==> src/hdl/tart_params.svh <==
`ifndef TART_PARAMS_SVH
`define TART_PARAMS_SVH

// --------------------------------------------------
// array geometry
// --------------------------------------------------
`define TART_NUM_ANT      4    // 1-bit antennas on the sample bus
`define TART_NUM_PAIR     6    // 4 choose 2 baselines

// --------------------------------------------------
// sample timing
// --------------------------------------------------
`define TART_DECIM        6    // fpga_clk cycles per sample strobe
`define TART_PHASE_W      3    // holds 0 .. TART_DECIM-1
`define TART_DELAY_MAX    5    // last legal strobe phase

// --------------------------------------------------
// accumulation
// --------------------------------------------------
`define TART_VIS_W        16   // visibility count
`define TART_BLK_W        16   // block length in samples
`define TART_BLK_DEFAULT  64   // block length out of reset

// --------------------------------------------------
// host register port
// --------------------------------------------------
`define TART_ADDR_W       4
`define TART_DATA_W       16

`endif

==> src/hdl/tart_bus_pkg.sv <==
`include "tart_params.svh"

package tart_bus_pkg;

   // host register map
   typedef enum logic [`TART_ADDR_W-1:0] {
      REG_CTRL   = 4'd0,   // [0] enable, [1] debug
      REG_DELAY  = 4'd1,   // strobe phase 0 .. 5
      REG_BLOCK  = 4'd2,   // samples per block
      REG_STATUS = 4'd3,   // [0] ready [1] ovf [2] enable [3] debug
      REG_VIS0   = 4'd8    // pair p lives at 8+p
   } reg_addr_e;

   // host strobe port, one access per cycle at most
   typedef struct packed {
      logic                    wr;
      logic                    rd;
      logic [`TART_ADDR_W-1:0] addr;
      logic [`TART_DATA_W-1:0] wdata;
   } host_cmd_t;

   // live configuration as seen by the datapath
   typedef struct packed {
      logic                     enable;     // run capture
      logic                     debug;      // fake source instead of antennas
      logic [`TART_PHASE_W-1:0] delay;      // phase of the sample strobe
      logic [`TART_BLK_W-1:0]   block_len;  // never 0
   } cfg_t;

endpackage

==> src/hdl/tart_sample_pkg.sv <==
`include "tart_params.svh"

package tart_sample_pkg;

   // one strobed sample of the whole array
   typedef struct packed {
      logic                     valid;  // one cycle per sample period
      logic [`TART_NUM_ANT-1:0] bits;   // bit i is antenna i
      logic                     last;   // closes the current block
   } sample_t;

   // capture block state
   typedef enum logic {
      CAP_IDLE,
      CAP_RUN
   } cap_state_e;

   // one count per baseline, pair p in slice p
   typedef logic [`TART_NUM_PAIR-1:0][`TART_VIS_W-1:0] vis_bank_t;

   // --------------------------------------------------
   // baseline ordering (0,1) (0,2) (0,3) (1,2) (1,3) (2,3)
   // --------------------------------------------------
   function automatic int pair_ant_a(input int p);
      case (p)
         0, 1, 2: return 0;
         3, 4:    return 1;
         default: return 2;
      endcase
   endfunction

   function automatic int pair_ant_b(input int p);
      case (p)
         0:       return 1;
         1, 3:    return 2;
         default: return 3;
      endcase
   endfunction

endpackage

==> src/hdl/tart_capture.sv <==
`timescale 1ns/1ps
`include "tart_params.svh"

module tart_capture import tart_sample_pkg::*, tart_bus_pkg::*; (
   input  logic                     fpga_clk,
   input  logic                     rst_n_i,
   input  cfg_t                     cfg_i,
   input  logic [`TART_NUM_ANT-1:0] antenna_i,
   output sample_t                  smp_o
);

   cap_state_e               state_q;
   logic [`TART_NUM_ANT-1:0] ant_q;      // io register
   logic [`TART_PHASE_W-1:0] phase_q;    // position inside the sample period
   logic [`TART_NUM_ANT-1:0] fake_q;     // debug counter source
   logic [`TART_BLK_W-1:0]   blk_cnt_q;  // strobes already in this block
   logic                     strobe;
   logic                     blk_end;

   // antenna pads straight into flops
   always_ff @(posedge fpga_clk) begin
      ant_q <= antenna_i;
   end

   // --------------------------------------------------
   // run control follows the enable bit
   // --------------------------------------------------
   always_ff @(posedge fpga_clk or negedge rst_n_i) begin
      if (!rst_n_i) begin
         state_q <= CAP_IDLE;
      end else begin
         case (state_q)
            CAP_IDLE: begin
               if (cfg_i.enable) state_q <= CAP_RUN;
            end
            default: begin
               if (!cfg_i.enable) state_q <= CAP_IDLE;
            end
         endcase
      end
   end

   // --------------------------------------------------
   // phase, fake and block counters
   // --------------------------------------------------
   always_ff @(posedge fpga_clk or negedge rst_n_i) begin
      if (!rst_n_i) begin
         phase_q   <= '0;
         fake_q    <= '0;
         blk_cnt_q <= '0;
      end else if (state_q == CAP_IDLE) begin
         // held at zero, so RUN always starts clean
         phase_q   <= '0;
         fake_q    <= '0;
         blk_cnt_q <= '0;
      end else begin
         if (phase_q == `TART_PHASE_W'(`TART_DECIM - 1)) phase_q <= '0;
         else phase_q <= phase_q + 1'b1;
         if (strobe) begin
            fake_q    <= fake_q + 1'b1;                       // next fake word
            blk_cnt_q <= blk_end ? '0 : blk_cnt_q + 1'b1;     // restart on last
         end
      end
   end

   assign strobe  = (state_q == CAP_RUN) && cfg_i.enable && (phase_q == cfg_i.delay);
   // >= so a shortened block_len still closes the block
   assign blk_end = ({1'b0, blk_cnt_q} + 1'b1) >= {1'b0, cfg_i.block_len};

   // last while idle flushes partial sums downstream
   always_comb begin
      smp_o.valid = strobe;
      smp_o.bits  = cfg_i.debug ? fake_q : ant_q;
      smp_o.last  = (state_q == CAP_IDLE) || (strobe && blk_end);
   end

endmodule

==> src/hdl/tart_control.sv <==
`timescale 1ns/1ps
`include "tart_params.svh"

module tart_control import tart_bus_pkg::*; (
   input  logic      fpga_clk,
   input  logic      rst_n_i,
   input  host_cmd_t host_cmd_i,
   output cfg_t      cfg_o,
   output logic      ovf_clr_o
);

   cfg_t                     cfg_q;
   logic                     wr_ctrl;
   logic                     wr_delay;
   logic                     wr_block;
   logic                     wr_status;
   logic [`TART_PHASE_W-1:0] delay_lim;   // clamped phase
   logic [`TART_BLK_W-1:0]   block_lim;   // zero-length guarded

   // --------------------------------------------------
   // address decode, writes only
   // --------------------------------------------------
   always_comb begin
      wr_ctrl   = 1'b0;
      wr_delay  = 1'b0;
      wr_block  = 1'b0;
      wr_status = 1'b0;
      if (host_cmd_i.wr) begin
         case (host_cmd_i.addr)
            REG_CTRL:   wr_ctrl   = 1'b1;
            REG_DELAY:  wr_delay  = 1'b1;
            REG_BLOCK:  wr_block  = 1'b1;
            REG_STATUS: wr_status = 1'b1;
            default:    ;                   // vis and holes are read only
         endcase
      end
   end

   // --------------------------------------------------
   // value sanitising
   // --------------------------------------------------
   // phases past the period would never strobe
   always_comb begin
      if (host_cmd_i.wdata > `TART_DATA_W'(`TART_DELAY_MAX)) begin
         delay_lim = `TART_PHASE_W'(`TART_DELAY_MAX);
      end else begin
         delay_lim = host_cmd_i.wdata[`TART_PHASE_W-1:0];
      end
   end

   // a zero block would never close
   assign block_lim = (host_cmd_i.wdata == '0) ? `TART_BLK_W'(1)
                                               : host_cmd_i.wdata[`TART_BLK_W-1:0];

   // --------------------------------------------------
   // configuration registers
   // --------------------------------------------------
   always_ff @(posedge fpga_clk or negedge rst_n_i) begin
      if (!rst_n_i) begin
         cfg_q.enable    <= 1'b0;
         cfg_q.debug     <= 1'b0;
         cfg_q.delay     <= '0;
         cfg_q.block_len <= `TART_BLK_W'(`TART_BLK_DEFAULT);
      end else begin
         if (wr_ctrl) begin
            cfg_q.enable <= host_cmd_i.wdata[0];
            cfg_q.debug  <= host_cmd_i.wdata[1];
         end
         if (wr_delay) cfg_q.delay     <= delay_lim;
         if (wr_block) cfg_q.block_len <= block_lim;
      end
   end

   assign cfg_o     = cfg_q;
   assign ovf_clr_o = wr_status;   // readout clears on the same edge

endmodule

==> src/hdl/tart_correlator.sv <==
`timescale 1ns/1ps
`include "tart_params.svh"

module tart_correlator import tart_sample_pkg::*; (
   input  logic                   fpga_clk,
   input  logic                   rst_n_i,
   input  sample_t                smp_i,
   input  logic                   ant_a_i,
   input  logic                   ant_b_i,
   output logic [`TART_VIS_W-1:0] vis_o,
   output logic                   done_o
);

   logic [`TART_VIS_W-1:0] acc_q;     // running agreement count
   logic [`TART_VIS_W-1:0] acc_next;
   logic                   agree;     // 1-bit correlation product
   logic                   close;     // final sample of the block

   assign agree    = ~(ant_a_i ^ ant_b_i);
   assign acc_next = acc_q + `TART_VIS_W'(agree);
   assign close    = smp_i.valid && smp_i.last;

   // --------------------------------------------------
   // accumulator
   // --------------------------------------------------
   always_ff @(posedge fpga_clk or negedge rst_n_i) begin
      if (!rst_n_i) begin
         acc_q <= '0;
      end else if (smp_i.last) begin
         acc_q <= '0;               // block closed, or capture idle
      end else if (smp_i.valid) begin
         acc_q <= acc_next;
      end
   end

   // block result, includes the closing sample
   always_ff @(posedge fpga_clk) begin
      if (close) vis_o <= acc_next;
   end

   // one pulse, same cycle as the fresh vis_o
   always_ff @(posedge fpga_clk or negedge rst_n_i) begin
      if (!rst_n_i) begin
         done_o <= 1'b0;
      end else begin
         done_o <= close;
      end
   end

endmodule

==> src/hdl/tart_readout.sv <==
`timescale 1ns/1ps
`include "tart_params.svh"

module tart_readout import tart_sample_pkg::*, tart_bus_pkg::*; (
   input  logic                    fpga_clk,
   input  logic                    rst_n_i,
   input  host_cmd_t               host_cmd_i,
   input  cfg_t                    cfg_i,
   input  vis_bank_t               vis_i,
   input  logic                    done_i,     // bank switch
   input  logic                    ovf_clr_i,
   output logic [`TART_DATA_W-1:0] rd_data_o,
   output logic                    rd_valid_o,
   output logic                    ready_o
);

   vis_bank_t               bank_q;    // latched visibilities
   logic                    ready_q;
   logic                    ovf_q;     // sticky, bank was dropped
   logic                    last_rd;   // host read the final pair
   logic                    is_vis;
   logic [`TART_ADDR_W-1:0] vis_idx;
   logic [`TART_DATA_W-1:0] rd_word;

   assign last_rd = host_cmd_i.rd
                    && (host_cmd_i.addr == `TART_ADDR_W'(REG_VIS0 + `TART_NUM_PAIR - 1));
   assign vis_idx = host_cmd_i.addr - REG_VIS0;
   assign is_vis  = (host_cmd_i.addr >= REG_VIS0)
                    && (vis_idx < `TART_ADDR_W'(`TART_NUM_PAIR));

   // --------------------------------------------------
   // bank latch and flags
   // --------------------------------------------------
   always_ff @(posedge fpga_clk) begin
      if (done_i && !ready_q) bank_q <= vis_i;   // unread bank is kept
   end

   always_ff @(posedge fpga_clk or negedge rst_n_i) begin
      if (!rst_n_i) begin
         ready_q <= 1'b0;
         ovf_q   <= 1'b0;
      end else begin
         if (done_i && !ready_q) ready_q <= 1'b1;
         else if (last_rd) ready_q <= 1'b0;
         if (done_i && ready_q) ovf_q <= 1'b1;   // new overflow wins over clear
         else if (ovf_clr_i) ovf_q <= 1'b0;
      end
   end

   // --------------------------------------------------
   // read mux, registered
   // --------------------------------------------------
   always_comb begin
      rd_word = '0;   // holes read as zero
      if (host_cmd_i.addr == REG_STATUS) begin
         rd_word[3:0] = {cfg_i.debug, cfg_i.enable, ovf_q, ready_q};
      end else if (is_vis) begin
         rd_word = bank_q[vis_idx];
      end
   end

   always_ff @(posedge fpga_clk) begin
      if (host_cmd_i.rd) rd_data_o <= rd_word;
   end

   always_ff @(posedge fpga_clk or negedge rst_n_i) begin
      if (!rst_n_i) rd_valid_o <= 1'b0;
      else rd_valid_o <= host_cmd_i.rd;
   end

   assign ready_o = ready_q;

endmodule

==> src/hdl/tart_top.sv <==
`timescale 1ns/1ps
`include "tart_params.svh"

module tart_top import tart_sample_pkg::*, tart_bus_pkg::*; (
   input  logic                     fpga_clk,
   input  logic                     rst_n_i,
   input  logic [`TART_NUM_ANT-1:0] antenna_i,
   input  host_cmd_t                host_cmd_i,
   output logic [`TART_DATA_W-1:0]  rd_data_o,
   output logic                     rd_valid_o,
   output logic                     ready_o
);

   cfg_t                      cfg;       // live configuration
   logic                      ovf_clr;
   sample_t                   smp;       // strobed array sample
   vis_bank_t                 vis;       // one count per baseline
   logic [`TART_NUM_PAIR-1:0] done;      // all pulse together

   // --------------------------------------------------
   // host registers
   // --------------------------------------------------
   tart_control u_control (
      .fpga_clk   (fpga_clk),
      .rst_n_i    (rst_n_i),
      .host_cmd_i (host_cmd_i),
      .cfg_o      (cfg),
      .ovf_clr_o  (ovf_clr)
   );

   // --------------------------------------------------
   // sampling
   // --------------------------------------------------
   tart_capture u_capture (
      .fpga_clk  (fpga_clk),
      .rst_n_i   (rst_n_i),
      .cfg_i     (cfg),
      .antenna_i (antenna_i),
      .smp_o     (smp)
   );

   // one correlator per baseline
   for (genvar p = 0; p < `TART_NUM_PAIR; p++) begin : g_corr
      tart_correlator u_corr (
         .fpga_clk (fpga_clk),
         .rst_n_i  (rst_n_i),
         .smp_i    (smp),
         .ant_a_i  (smp.bits[pair_ant_a(p)]),
         .ant_b_i  (smp.bits[pair_ant_b(p)]),
         .vis_o    (vis[p]),
         .done_o   (done[p])
      );
   end

   // --------------------------------------------------
   // visibility bank and host reads
   // --------------------------------------------------
   tart_readout u_readout (
      .fpga_clk   (fpga_clk),
      .rst_n_i    (rst_n_i),
      .host_cmd_i (host_cmd_i),
      .cfg_i      (cfg),
      .vis_i      (vis),
      .done_i     (done[0]),      // pair 0 stands for all
      .ovf_clr_i  (ovf_clr),
      .rd_data_o  (rd_data_o),
      .rd_valid_o (rd_valid_o),
      .ready_o    (ready_o)
   );

endmodule

==> config.mk <==
export PLATFORM = sky130hd
export DESIGN_NAME = tart_top
export DESIGN_NICKNAME = d
export VERILOG_FILES = /design/src/hdl/tart_bus_pkg.sv /design/src/hdl/tart_sample_pkg.sv /design/src/hdl/tart_capture.sv /design/src/hdl/tart_control.sv /design/src/hdl/tart_correlator.sv /design/src/hdl/tart_readout.sv /design/src/hdl/tart_top.sv
export VERILOG_INCLUDE_DIRS = /design/src /design/src/hdl
export SDC_FILE = /design/constraint.sdc
export NUM_CORES = 1
export LEC_CHECK = 0
export BUFFER_PORTS_ARGS = -buffer_cell sky130_fd_sc_hd__buf_4
export CAP_MARGIN = 30
export CORE_UTILIZATION = 57
export DETAILED_ROUTE_END_ITERATION = 8
export GPL_TIMING_DRIVEN = 0
export PLACE_DENSITY = 0.72
export SYNTH_ARGS = -nofsm -noshare
export SYNTH_HDL_FRONTEND = slang
export SYNTH_SLANG_ARGS = --single-unit
==> constraint.sdc <==
create_clock -name fpga_clk -period 10.5 [get_ports fpga_clk]
set_clock_uncertainty 0.05 [all_clocks]
set_input_delay 0.525 -clock fpga_clk [delete_from_list [all_inputs] [get_ports fpga_clk]]
set_output_delay 0.525 -clock fpga_clk [all_outputs]
set_load 0.01 [all_outputs]
==> reports/metrics.cfg <==
[logic_synthesis]
yosysSeqAreaShare_pct=63.9
synth_nets=1222
yosys_most_used_dff=edfxtp_1
yosysTopAreaCell=edfxtp_1
synth_edf_count=208
synth_area_um2=15600
yosys_register_bits=357
synth.avg_cell_area_um2=13.4
yosysWarnings=0
synth_top_cell_area_share_pct=40.1
async_flop_share_pct=40.6
yosys-top-cells-area=edfxtp_1 40%, dfrtp_1 23%, xnor2_1 4.0%, a22o_1 4.0%, ha_1 2.4%
netlist_instances=1164
synth_cell_types=57

[worst_setup_path]
cp_slowest_cell=a21oi_4
r2r_slack_ns=5.40
worstPathRequired_ns=10.67
r2r_cells=15
critPathMaxStageDelay_ns=0.58
crit_path_start=u_capture.blk_cnt_q[5]$_DFFE_PN0P_
cp-start-kind=register
critical_path_class=reg2reg
path_cells=clkbuf_1 -> nand3_1 -> nor3_1 -> nand4_1 -> or2_2 -> xnor2_1 -> ha_1 -> nand3_1 -> or4_1 -> o21ai_0 -> nor2_1 -> buf_6 -> a21oi_4 -> buf_12 -> buf_12
crit_arrival_ns=5.26
endpoint=g_corr[2].u_corr.vis_o[1]$_DFFE_PP_
endpoint_kind=register
timing.rr.start=u_capture.blk_cnt_q[5]$_DFFE_PN0P_
cp_max_fo=29
reg2reg_to=g_corr[2].u_corr.vis_o[1]$_DFFE_PP_

[power_and_ir_drop]
max-vdd-ir-drop_uv=124
p_comb_share_pct=9.2
power.density_nw_per_um2=173
internal_power_mw=2.32
power.total_mw=3.06
leakagePower_nw=7.17
pwr-share-seq_pct=50.1
power.switching_mw=0.738
power.share.clock_pct=40.7
p_sw_share_pct=24.1

[timing]
setup_viol_count_final=0
worst_slew_pin_slew_ns=0.944
fmax_ghz=0.196
slew_violations=0
min_period_ns=5.10
rsz0062_at_grt=false
period_share_pct=48.5
relSlewSlack_pct=37.0
finalHoldViolCount=0

[placed_design]
place.gp.congestion=0.861
io_buffers=44
dp_hpwl_mm=24.8

[global_route]
first_global_vias=9731
grt_max_degree=82
overflow=0
track_usage_pct=26.7
grt_pass1_wl_mm=56.0
antenna_found_initial=0

[clocking]
clk_pin_slew_ns=0.06
ctsResizeCount=0
cts-root-buf=clkbuf_16
clock_tree.buffer_depth=3
numCtsBuffers=37
postCtsSetupRepairBufs=0
htreeDepth=2
clock_sinks=357
holdBufCountCts=1
cts_tree=done
worstSkewPairLatency_ns=0.52

[floorplan]
start_util_pct=58.0
rows=60
coreArea_um2=26900
ios=46
die_width_um=167
die_h_um=167
dieArea_um2=28000

[routing]
drt_wl_total_mm=36.4
final_antenna_net_count=0
first_iter_violations=923
drc=0
routedLengthMet1_mm=15.1
dr.pass1.iters=5
wl_met3_mm=2.60
vias_per_cell=6.14
wl_per_cell_um=22.4
top_layer=met4
dr_wl_met2_mm=17.4
num_vias=9972

[final_layout]
area_delta_synth_final_pct=13.3
multi_input_area_um2=5220
diodes=0
seq_area_um2=9960
nNetsFinal=1313
final_util_pct=65.7
drive_gt1_share_pct=13.2
nFillCells=1983

[worst_hold_path]
hp-class=in2reg

[run_status]
status=completed

[run]
cap_violations=0

## sequential cells by signal, summed over array words and instances (netlist names), 3 cells and up
register	count
u_control.cfg_o	21
u_capture.phase_q	3
g_corr.u_corr.vis_o	96
u_capture.fake_q	4
u_capture.ant_q	4
u_readout.rd_data_o	16
g_corr.u_corr.acc_q	96
u_capture.blk_cnt_q	16
u_readout.bank_q	96
## power by group through the flow
stage	clock network, mW	registers [mW]	logic [mW]
finish	1.25	1.53	0.282
global placement	0	1.56	0.270
floorplan	0	1.56	0.161
global route	1.32	1.54	0.303
detailed placement	0	1.56	0.277
CTS	1.26	1.53	0.280
## placed cells by master, fill, tap and decap left out, types with 8 or more instances in the layout
| master | count |
|---|---|
| clkbuf_1 | 52 |
| dfrtp_1 | 144 |
| o31ai_1 | 11 |
| nand3_1 | 45 |
| mux4_2 | 16 |
| or4_1 | 13 |
| o21ai_0 | 29 |
| clkinv_1 | 8 |
| nor3_1 | 21 |
| inv_1 | 44 |
| ha_1 | 30 |
| a31oi_1 | 14 |
| nor2b_1 | 11 |
| nand4_1 | 26 |
| a22o_1 | 71 |
| buf_4 | 43 |
| nand2_1 | 79 |
| a21oi_1 | 10 |
| and2_1 | 24 |
| nor2_1 | 43 |
| o22ai_1 | 15 |
| mux2_2 | 19 |
| edfxtp_1 | 208 |
| buf_2 | 11 |
| or2_2 | 11 |
| a32oi_1 | 9 |
| mux2i_1 | 23 |
| clkbuf_16 | 39 |
| xnor2_1 | 72 |
| xor2_1 | 38 |
| and3_1 | 11 |
## critical path, delay by kind of cell (launching register included)
family                     cells  cell delay [ns]
DFF                            1             0.32
buffers and inverters          4             0.98
xor gates and xnor gates       1             0.14
and+or+nand+nor                7             1.97
adders and majority gates      1             0.28
AOI/OAI and AO/OA              2             1.02
## cell type report
class	count	area share (%)
inverters	44	0.935
clock inverters	15	0.560
multi-input cells	703	29.6
plain buffers	60	1.49
flip-flops and latches	357	56.4
well taps	341	2.42
repair buffers	52	2.73
clock buffers	53	5.94
## cells in the mapped netlist, types with 13 or more instances
library cell	instances
xor2_1	38
and2_1	24
ha_1	30
mux2i_1	23
a31oi_1	14
edfxtp_1	208
nand3_1	45
inv_1	44
nand2_1	79
a22o_1	71
or4_1	13
mux4_2	16
nor2_1	43
nor3_1	21
o22ai_1	15
xnor2_1	72
dfrtp_1	144
clkbuf_1	40
nand4_1	26
o21ai_0	29
mux2_2	19
## routing by layer
layer | global-route usage [%] | up-vias
li1 | - | 4536
met1 | 36.9 | 4952
met2 | 43.4 | 402
met3 | 3.97 | 82
met4 | 9.81 | 0
met5 | 0 | -
## how the worst min path moves through the flow
stage | startpoint | end | slack, ns | cells past startpoint
after floorplan | rst_n_i | g_corr[0].u_corr.acc_q[0]$_DFFE_PN0P_ | 0.18 | 0
after global placement | g_corr[2].u_corr.vis_o[2]$_DFFE_PP_ | u_readout.bank_q[34]$_DFFE_PP_ | 0.35 | 0
after detailed placement | g_corr[0].u_corr.vis_o[15]$_DFFE_PP_ | u_readout.bank_q[15]$_DFFE_PP_ | 0.35 | 0
after CTS | antenna_i[2] | u_capture.ant_q[2]$_DFF_P_ | 0.04 | 1
after global routing | antenna_i[2] | u_capture.ant_q[2]$_DFF_P_ | 0.04 | 1
final | antenna_i[2] | u_capture.ant_q[2]$_DFF_P_ | 0.05 | 1
## through the flow
stage | setup TNS, ns | area (um^2) | setup WS (ns) | std cells | hold WS (ns)
floorplan | 0 | 15600 | 2.41 | 1164 | 0.179
CTS | 0 | 17700 | 5.47 | 1625 | 0.0410
finish | 0 | 17700 | 5.40 | 1625 | 0.0499
global route | 0 | 17700 | 5.16 | 1625 | 0.0422
global placement | -52.28 | 16300 | -0.692 | 1549 | 0.351
detailed placement | 0 | 16500 | 5.50 | 1556 | 0.355
## cell families (layout without fill, tap and decap cells)
family                   Yosys count  count (layout)  synth area share [%]
flip-flops                       357             357                  63.9
AND/OR/NAND/NOR                  312             312                  10.5
AO/OA/AOI/OAI                    193             193                  9.19
XOR/XNOR                         110             110                  6.18
buffers and inverters            104             224                  2.74
multiplexers                      58              58                  5.16
adder cells (fa/ha/maj)           30              30                  2.41
No activity file was read; power rests on OpenSTA's default activity.
